==> config.mk <==
export PLATFORM = sky130hd
export DESIGN_NAME = fillController_flat
export DESIGN_NICKNAME = d
export VERILOG_FILES = /design/src/rtl/cachePkg.sv /design/src/rtl/axiPkg.sv /design/src/rtl/fillIf.sv /design/src/rtl/beatCounter.sv /design/src/rtl/fillController.sv /design/src/flat_wrapper.sv
export SDC_FILE = /design/constraint.sdc
export NUM_CORES = 1
export LEC_CHECK = 0
export BUFFER_PORTS_ARGS = -buffer_cell sky130_fd_sc_hd__buf_2
export CAP_MARGIN = 20
export CORE_UTILIZATION = 30
export DETAILED_ROUTE_END_ITERATION = 6
export PLACE_DENSITY_LB_ADDON = 0.2
export SYNTH_ARGS = -nofsm -noshare
export SYNTH_HDL_FRONTEND = slang
export SYNTH_SLANG_ARGS = --single-unit
==> constraint.sdc <==
create_clock -name clk -period 1.6 [get_ports clk]
set_input_delay 0.32 -clock clk [delete_from_list [all_inputs] [get_ports clk]]
set_output_delay 0.32 -clock clk [all_outputs]
set_load 0.01 [all_outputs]
==> src/rtl/cachePkg.sv <==
package cachePkg;

   // the cache serves a 16-bit byte address space
   localparam int addrBits = 16;

   // each cached word is 16 bits wide
   localparam int dataBits = 16;

   // an address splits into tag, set and offset, from the top down
   localparam int tagBits = 6;
   localparam int setBits = 6;
   localparam int offsetBits = 4;

   // a block of 16 bytes holds eight 16-bit words
   localparam int wordsPerBlock = 8;

   // the word index is the offset without its byte bit
   localparam int wordIdxBits = 3;

   // six set bits give 64 sets, each with two ways
   localparam int numSets = 64;

   // one metadata entry per way per set
   // the LRU bit is kept apart, since there is one per set and not per way
   typedef struct packed {
      logic               valid;
      logic [tagBits-1:0] tag;
   } metaT;

endpackage

==> src/rtl/axiPkg.sv <==
package axiPkg;

   // AXI response codes as they appear on rresp
   typedef enum logic [1:0] {
      respOkay   = 2'b00,
      respExOkay = 2'b01,
      respSlvErr = 2'b10,
      respDecErr = 2'b11
   } respT;

   // fill sequence for one missing block
   // request drives one read address, collect waits for its data beat,
   // commit writes the tag and valid bit once all eight words are in
   typedef enum logic [1:0] {
      fillIdle    = 2'b00,
      fillRequest = 2'b01,
      fillCollect = 2'b10,
      fillCommit  = 2'b11
   } fillStateT;

endpackage

==> src/rtl/fillIf.sv <==
`timescale 1ns/1ps

interface fillIf import cachePkg::*; ();

   // way that is being refilled, held for the whole fill
   logic                   fillWay;
   // word slot within the block for the current data write
   logic [wordIdxBits-1:0] wordIdx;
   logic [dataBits-1:0]    fillData;
   // one data word is written on each clock where this is high
   logic                   dataWr;
   // metadata and LRU are written on the single commit clock
   logic                   metaWr;
   logic [setBits-1:0]     fillSet;
   metaT                   fillMeta;
   // way the arrays would evict for the address now presented
   logic                   missWay;

   // the fill controller owns the write side
   modport controller (
      output fillWay, wordIdx, fillData, dataWr, metaWr, fillSet, fillMeta,
      input  missWay
   );

   // the arrays take the writes and offer their victim way
   modport arrays (
      input  fillWay, wordIdx, fillData, dataWr, metaWr, fillSet, fillMeta,
      output missWay
   );

endinterface

==> src/rtl/beatCounter.sv <==
`timescale 1ns/1ps

module beatCounter import cachePkg::*; (
   input  logic                 clk,
   input  logic                 rstN,
   input  logic                 start,
   input  logic                 arFire,
   input  logic                 rFire,
   output logic [wordIdxBits:0] arCount,
   output logic [wordIdxBits:0] rCount,
   output logic                 lastBeat
);

   // one extra bit so that a full block of eight beats can be counted
   always_ff @(posedge clk or negedge rstN) begin
      if (!rstN) begin
         arCount <= '0;
         rCount <= '0;
      end else if (start) begin
         arCount <= '0;
         rCount <= '0;
      end else begin
         if (arFire) begin
            arCount <= arCount + 1'b1;
         end
         if (rFire) begin
            rCount <= rCount + 1'b1;
         end
      end
   end

   // all data beats of the block have been taken in
   assign lastBeat = (rCount == (wordIdxBits + 1)'(wordsPerBlock));

endmodule

==> src/rtl/fillController.sv <==
`timescale 1ns/1ps

module fillController import cachePkg::*, axiPkg::*; (
   input  logic                clk,
   input  logic                rstN,
   input  logic [addrBits-1:0] addr,
   input  logic                miss,
   output logic [addrBits-1:0] araddr,
   output logic                arvalid,
   input  logic                arready,
   input  logic [dataBits-1:0] memData,
   input  logic                rvalid,
   output logic                rready,
   output logic                idle,
   fillIf.controller           fill
);

   fillStateT state;
   fillStateT stateNext;

   // tag and set of the block being fetched
   logic [addrBits-offsetBits-1:0] blockBase;
   logic                           wayQ;

   logic                 start;
   logic                 arFire;
   logic                 rFire;
   logic [wordIdxBits:0] arCount;
   logic [wordIdxBits:0] rCount;
   logic                 lastBeat;

   assign idle = (state == fillIdle);
   assign start = idle && miss;

   // one address at a time, so at most one read is ever outstanding
   assign arvalid = (state == fillRequest);
   // rready drops once the last beat is counted so no extra word is taken
   assign rready = (state == fillCollect) && !lastBeat;

   assign arFire = arvalid && arready;
   assign rFire = rvalid && rready;

   // word address of the current beat, steady while waiting for arready
   assign araddr = {blockBase, arCount[wordIdxBits-1:0], 1'b0};

   beatCounter beatCounter_inst (
      .clk      (clk),
      .rstN     (rstN),
      .start    (start),
      .arFire   (arFire),
      .rFire    (rFire),
      .arCount  (arCount),
      .rCount   (rCount),
      .lastBeat (lastBeat)
   );

   always_comb begin
      stateNext = state;
      unique case (state)
         fillIdle: begin
            if (miss) begin
               stateNext = fillRequest;
            end
         end
         fillRequest: begin
            if (arFire) begin
               stateNext = fillCollect;
            end
         end
         fillCollect: begin
            // after the eighth beat, wait here one clock for the count to settle
            if (lastBeat) begin
               stateNext = fillCommit;
            end else if (rFire && (arCount != (wordIdxBits + 1)'(wordsPerBlock))) begin
               stateNext = fillRequest;
            end
         end
         fillCommit: begin
            stateNext = fillIdle;
         end
         default: begin
            stateNext = fillIdle;
         end
      endcase
   end

   always_ff @(posedge clk or negedge rstN) begin
      if (!rstN) begin
         state <= fillIdle;
         wayQ <= 1'b0;
      end else begin
         state <= stateNext;
         // the victim is fixed at the miss and kept until the commit
         if (start) begin
            wayQ <= fill.missWay;
         end
      end
   end

   // address is held by the requester until ready, so a plain capture works
   always_ff @(posedge clk) begin
      if (start) begin
         blockBase <= addr[addrBits-1:offsetBits];
      end
   end

   // each accepted data beat goes straight into the arrays
   assign fill.fillWay = wayQ;
   assign fill.wordIdx = rCount[wordIdxBits-1:0];
   assign fill.fillData = memData;
   assign fill.dataWr = rFire;

   // the commit clock makes the new block visible to lookups
   assign fill.metaWr = (state == fillCommit);
   assign fill.fillSet = blockBase[setBits-1:0];
   assign fill.fillMeta = '{valid: 1'b1, tag: blockBase[setBits +: tagBits]};

endmodule

==> src/flat_wrapper.sv <==
// flat-port wrapper written by rule: the top's interface ports become plain ports
module fillController_flat import cachePkg::*, axiPkg::*;
  (clk, rstN, addr, miss, araddr, arvalid, arready, memData, rvalid, rready, idle, fill_fillWay, fill_wordIdx, fill_fillData, fill_dataWr, fill_metaWr, fill_fillSet, fill_fillMeta, fill_missWay);
  fillIf fill_i ();
  input  logic clk;
  input  logic rstN;
  input  logic [addrBits-1:0] addr;
  input  logic miss;
  output logic [addrBits-1:0] araddr;
  output logic arvalid;
  input  logic arready;
  input  logic [dataBits-1:0] memData;
  input  logic rvalid;
  output logic rready;
  output logic idle;
  output wire logic [$bits(fill_i.fillWay)-1:0] fill_fillWay;
  output wire logic [$bits(fill_i.wordIdx)-1:0] fill_wordIdx;
  output wire logic [$bits(fill_i.fillData)-1:0] fill_fillData;
  output wire logic [$bits(fill_i.dataWr)-1:0] fill_dataWr;
  output wire logic [$bits(fill_i.metaWr)-1:0] fill_metaWr;
  output wire logic [$bits(fill_i.fillSet)-1:0] fill_fillSet;
  output wire logic [$bits(fill_i.fillMeta)-1:0] fill_fillMeta;
  input wire logic [$bits(fill_i.missWay)-1:0] fill_missWay;
  assign fill_fillWay = fill_i.fillWay;
  assign fill_wordIdx = fill_i.wordIdx;
  assign fill_fillData = fill_i.fillData;
  assign fill_dataWr = fill_i.dataWr;
  assign fill_metaWr = fill_i.metaWr;
  assign fill_fillSet = fill_i.fillSet;
  assign fill_fillMeta = fill_i.fillMeta;
  assign fill_i.missWay = fill_missWay;
  fillController u_core (.clk(clk), .rstN(rstN), .addr(addr), .miss(miss), .araddr(araddr), .arvalid(arvalid), .arready(arready), .memData(memData), .rvalid(rvalid), .rready(rready), .idle(idle), .fill(fill_i));
endmodule
## After elaboration in Yosys (flattened, before gate mapping)

Index checks and enable logic that the tools add are counted.

- Add/sub/neg operators: 2
- Multiply operators: 0
- Divide/modulo/power cells: 0
- $lt $le $gt $ge: 0
- Equal/unequal tests: 8
- Shifts and indexed selects: 0
- Mux-type cells: 9
- Bitwise logic cells: 0
- Reduce and logical (&&, ||, !) cells: 10

Operators with widths:

| cell | count |
|---|---|
| 4-bit two-way mux | 4 |
| 4-bit by 1-bit adder with 4-bit output (second input constant) | 2 |
| 2-bit two-way mux | 4 |
| 2-bit one-hot mux with 4 select lines | 1 |
| 1-bit logical AND | 5 |
| 2-bit == test (second input constant) | 2 |
| 4-bit == test (second input constant) | 1 |
| 2-bit inequality test (second input constant) | 2 |
| 4-bit inequality test (second input constant) | 1 |
| 2-bit nonzero test | 2 |
| 3-bit by 2-bit inequality test with 1-bit output (second input constant) | 1 |
| 3-bit AND reduction | 1 |
| 2-bit by 1-bit == test with 1-bit output (second input constant) | 1 |
| 2-bit zero test | 1 |
| 1-bit zero test | 1 |

- Register bits: 23
- Bits in latches: 0
- Memory bits (writable): 0
- Memory bits (read-only): 0
- Input port bits: 38
- Output and inout port bits: 54
- Word-level logic and storage cells: 34
- Memories: 0

## Logic depth before layout (Yosys ltp)

- Depth in word-level cells: 8
- Mapped depth: 5
- Mapped depth without buffers: 5

## Hierarchy

Synthesis repeated with hierarchy kept, for this count alone.

- Cell total of the unflattened synthesis: 102
- Area total of the unflattened synthesis: 1196.1 sq um

By module, submodules not included:

| module | instances | cells an instance | area an instance (sq um) | seq. area each (sq um) |
|---|---|---|---|---|
| fillController | 1 | 64 | 785.8 | 435.4 |
| beatCounter | 1 | 38 | 410.4 | 200.2 |

## Worst setup path before layout

OpenSTA, ideal clock, no wires.

- Path kind: register to register
- Start: register u_core.state[0]
- End: register u_core.blockBase[0] (enable)
- Setup time: 355 ps
- Arrival: 1291 ps
- Required time: 1245 ps
- Slack: -46 ps
- Stages on the path, launching flop included: 5
- Buffers on the path: 2
- Period minus slack after synthesis: 1646 ps
- Path through: dfrtp_1 buf_6 or3b_4 buf_6 inv_1

- Word-level cells in the longest chain between the ends: 2

Ends and longest elaborated chain:

| item | RTL line | source |
|---|---|---|
| start: declaration | fillController.sv:18 | `fillStateT state;` |
| start signal: assignment | fillController.sv:89 | `state <= fillIdle;` |
| start signal: assignment | fillController.sv:92 | `state <= stateNext;` |
| 2-bit zero test | fillController.sv:32 | `assign idle = (state == fillIdle);` |
| 1-bit logical AND | fillController.sv:33 | `assign start = idle && miss;` |
| net u_core.beatCounter_inst.start | beatCounter.sv:6 | `input logic start,` |
| end signal: assignment | fillController.sv:103 | `blockBase <= addr[addrBits-1:offsetBits];` |
| end: declaration | fillController.sv:22 | `logic [addrBits-offsetBits-1:0] blockBase;` |

The timed path passes the listed nets, and every way through them passes these cells.
A chain may end at the register's enable or synchronous reset.

## Final worst setup path

- Start: register u_core.beatCounter_inst.rCount[0]
- End: output port rready

- Word-level cells in the longest chain between the ends: 3

Ends and longest elaborated chain:

| item | RTL line | source |
|---|---|---|
| start: declaration | beatCounter.sv:10 | `output logic [wordIdxBits:0] rCount,` |
| start signal: assignment | beatCounter.sv:27 | `rCount <= rCount + 1'b1;` |
| 4-bit == test | beatCounter.sv:33 | `assign lastBeat = (rCount == (wordIdxBits + 1)'(wordsPerBlock));` |
| 1-bit zero test | fillController.sv:38 | `assign rready = (state == fillCollect) && !lastBeat;` |
| 1-bit logical AND | fillController.sv:38 |  |
| end: declaration | flat_wrapper.sv:14 | `output logic rready;` |

Every way passes these cells.

==> impl_metrics.csv <==
group,metric,value,unit
clock_tree,cts_sinks,23,
setup_path,crit_type,"flop to output pin",
pwr,worst_ir_drop_vdd,0.602,mV
cells_and_area,final_nets,194,
timing,skew,5.43,ps
hold_path,hold_class,"input port to flop",
routing,avgRoutedWirePerCell,12.2,um
global_route,grt_start_max_net_pins,16,
placed_design,post_dp_cell_area,1340,sq um
cells_and_area,layout-drive-gt1-share,0.556,
setup_path,required,1280,ps
global_route,grt_pass1_wl,3700,um
placed_design,place.detailed.hpwl,1780,um
yosys,mappedNetlistNets,156,
global_route,grt-ovfl-total,0,
timing,timing.final.ws_setup,-41.0,ps
yosys,ys_warn_count,0,
flow_run,maxCapViolCount,0,
yosys,synth-seq-area-share,0.500,
floorplanning,die_height,67.1,um
placed_design,io_buffers,53,
cells_and_area,mostFrequentLayoutCells,"52 x sky130_fd_sc_hd__buf_2, 18 x sky130_fd_sc_hd__buf_4, 12 x sky130_fd_sc_hd__edfxtp_1",
placed_design,pre_cts_setup_slack,139,ps
cells_and_area,fillers,416,
clock_tree,worst_skew_pair.late_latency,260,ps
global_route,groute.usage.overall,0.110,
pwr,leakage,0.758,nW
clock_tree,cts_tree,"yes",
floorplanning,io_pins,92,
floorplanning,placeableCoreArea,4030,sq um
setup_path,cp_data_arrival_time,1320,ps
setup_path,worst-path-max-fanout,4,
clock_tree,clock_root_buffer,"sky130_fd_sc_hd__clkbuf_8",
timing,setup_violations,2,
cells_and_area,most_common_cell_after_layout_fill_and_taps_aside,"sky130_fd_sc_hd__buf_2",
yosys,synth.lib_cells_used.distinct,26,
run_status,outcome,"finished with violations",
pwr,pwr_density_cell,1370,nW/um^2
timing,report.final.slew_viol_count,0,
global_route,number_of_global_route_vias_before_repair,831,
clock_tree,max-clock-path-buffers,2,
placed_design,numPlacedInstances,183,
routing,drt-initial-drc-count,30,
yosys,netlist_area,1270,sq um
cells_and_area,finalInstanceArea,1530,sq um
timing,layout_min_cycle_time,1640,ps
yosys,ys_seq_elements,23,
setup_path,cp-end-kind,"output pin",
floorplanning,placement_rows,23,
yosys,avgSynthCellArea,11.1,sq um
routing,route.vias.total,872,
hold_path,hold_path_depth,1,
timing,worst_hold_slack,231,ps
routing,post_drt_via_cell_ratio,4.34,
floorplanning,floorplan.die_area,4500,sq um
pwr,totalPowerFinal,0.00210,W
cells_and_area,count_of_antenna_diodes_in_the_layout,0,
timing,max_freq,0.609,GHz
timing,hold_viol_final,0,
cells_and_area,multi_input_area,345,sq um
timing,rsz_0062_raised_after_global_routing,"true",
placed_design,finalWeightedCongestion,0.781,
floorplanning,dieWidth,67.1,um
routing,detail-route-antenna-nets,0,
setup_path,reg2reg_depth,9,
yosys,synthCells,114,
run_status,failing_checks,"negative setup slack",
clock_tree,clock_pin_slew_on_the_worst_setup_and_hold_paths,80,ps
cells_and_area,final-seq-area,636,sq um
cells_and_area,layout-area-overhead-vs-synth,20.7,%
setup_path,start_kind,"flop",
floorplanning,floorplan.initialDensity,0.315,
routing,first_pass_iters,3,
cells_and_area,finish.cell_count_without_fillers,201,
clock_tree,htree_levels,1,
clock_tree,cts_made_buffers,3,
routing,route.detailed.drc,0,
routing,drt_wl_total,2450,um
global_route,antenna_found_initial,0,
timing,final_cycle_share,1.03,
[repair_timing]
item | CTS | global route
pin swaps | 2 | 3
endpoints found under the setup margin | 2 | 3
endpoints found under the hold margin | 11 | 0
gates resized for setup | 7 | 2
hold buffers | 1 | 0
buffers inserted | 11 | 2
[registers in the layout, summed over array words and instances, names as in the netlist]
name / flops
u_core.state: 2
u_core.fill.fillWay: 1
u_core.beatCounter_inst.rCount: 4
u_core.beatCounter_inst.arCount: 4
u_core.blockBase: 12
[cells by family after synthesis]
group                    count (synthesis)  share of synthesized area
buffers and inverters                   45                      0.252
other                                    2                    0.00591
AND/OR/NAND/NOR                         25                      0.113
flip-flops                              23                      0.500
multiplexers                             4                     0.0355
AO/OA/AOI/OAI                           11                     0.0532
adder cells (fa/ha/maj)                  4                     0.0394
[routing by layer]
layer	wire length, um	global-route usage	vias up
li1	-	-	418
met1	1040	0.124	388
met2	1100	0.180	58
met3	280	0.0411	8
met4	40	0.0532	0
met5	0	0	-
[where the power goes]
| part | leakage (nW) | total, W | switching, W | internal, W |
|---|---|---|---|---|
| registers | 0.257 | 0.000869 | 0.0000895 | 0.000780 |
| logic | 0.476 | 0.000874 | 0.000453 | 0.000421 |
| clock network | 0.0255 | 0.000352 | 0.000179 | 0.000173 |
| total | 0.758 | 0.00210 | 0.000721 | 0.00137 |
[layout make-up]
| class | count | area share |
|---|---|---|
| flip-flops and latches | 23 | 0.415 |
| repair buffers | 72 | 0.272 |
| multi-input cells | 46 | 0.225 |
| well taps | 50 | 0.0408 |
| clock buffers | 3 | 0.0269 |
| inverters | 6 | 0.0171 |
| clock inverters | 1 | 0.00327 |
[critical path: stages (launching register included)]
cell and delay [ps]:
sky130_fd_sc_hd__dfrtp_1 400, sky130_fd_sc_hd__inv_2 80, sky130_fd_sc_hd__ha_4 120, sky130_fd_sc_hd__nand3b_1 140
sky130_fd_sc_hd__nor2b_2 190, sky130_fd_sc_hd__buf_2 130
[synth_stat cells, drive strengths merged]
| cell | n | share of area |
|---|---|---|
| buf | 38 | 0.23 |
| edfxtp | 12 | 0.28 |
| dfrtp | 11 | 0.22 |
| nand2 | 7 | 0.021 |
| inv | 6 | 0.018 |
| o21ai | 5 | 0.020 |
| ha | 4 | 0.039 |
| nand3 | 4 | 0.016 |
| mux2i | 3 | 0.024 |
| o31ai | 3 | 0.018 |
| and2 | 2 | 0.0099 |
| and3b | 2 | 0.014 |
| conb | 2 | 0.0059 |
| nand3b | 2 | 0.012 |
| nand4 | 2 | 0.0099 |
| nor2b | 2 | 0.0099 |
| a21oi | 1 | 0.0039 |
| a2bb2oi | 1 | 0.0069 |
| a31oi | 1 | 0.0049 |
| clkbuf | 1 | 0.0039 |
| mux2 | 1 | 0.012 |
| nand2b | 1 | 0.0049 |
| nor2 | 1 | 0.0030 |
| or3 | 1 | 0.0049 |
| or3b | 1 | 0.0089 |
[metrics by stage]
| step | TNS, ps | util |
|---|---|---|
| 2_1_floorplan | 0 | - |
| 3_3_place_gp | 0 | 0.333 |
| 3_5_place_dp | 0 | 0.333 |
| 4_1_cts | -110 | 0.374 |
| 5_1_grt | -232 | 0.380 |
| 6_report | -55.4 | 0.380 |
[path summary, 6_finish.rpt]
path | slack, ps | start | end
max | -40 | u_core.beatCounter_inst.rCount[0] | rready
min | 230 | addr[6] | u_core.blockBase[2]
max reg2reg | 60 | u_core.beatCounter_inst.rCount[1] | u_core.beatCounter_inst.rCount[1]
min reg2reg | 480 | u_core.beatCounter_inst.rCount[3] | u_core.beatCounter_inst.rCount[3]
max in group asynchronous | 940 | rstN | u_core.beatCounter_inst.arCount[1]
min in group asynchronous | 450 | rstN | u_core.beatCounter_inst.rCount[2]
(Power assumes the default switching activity.)
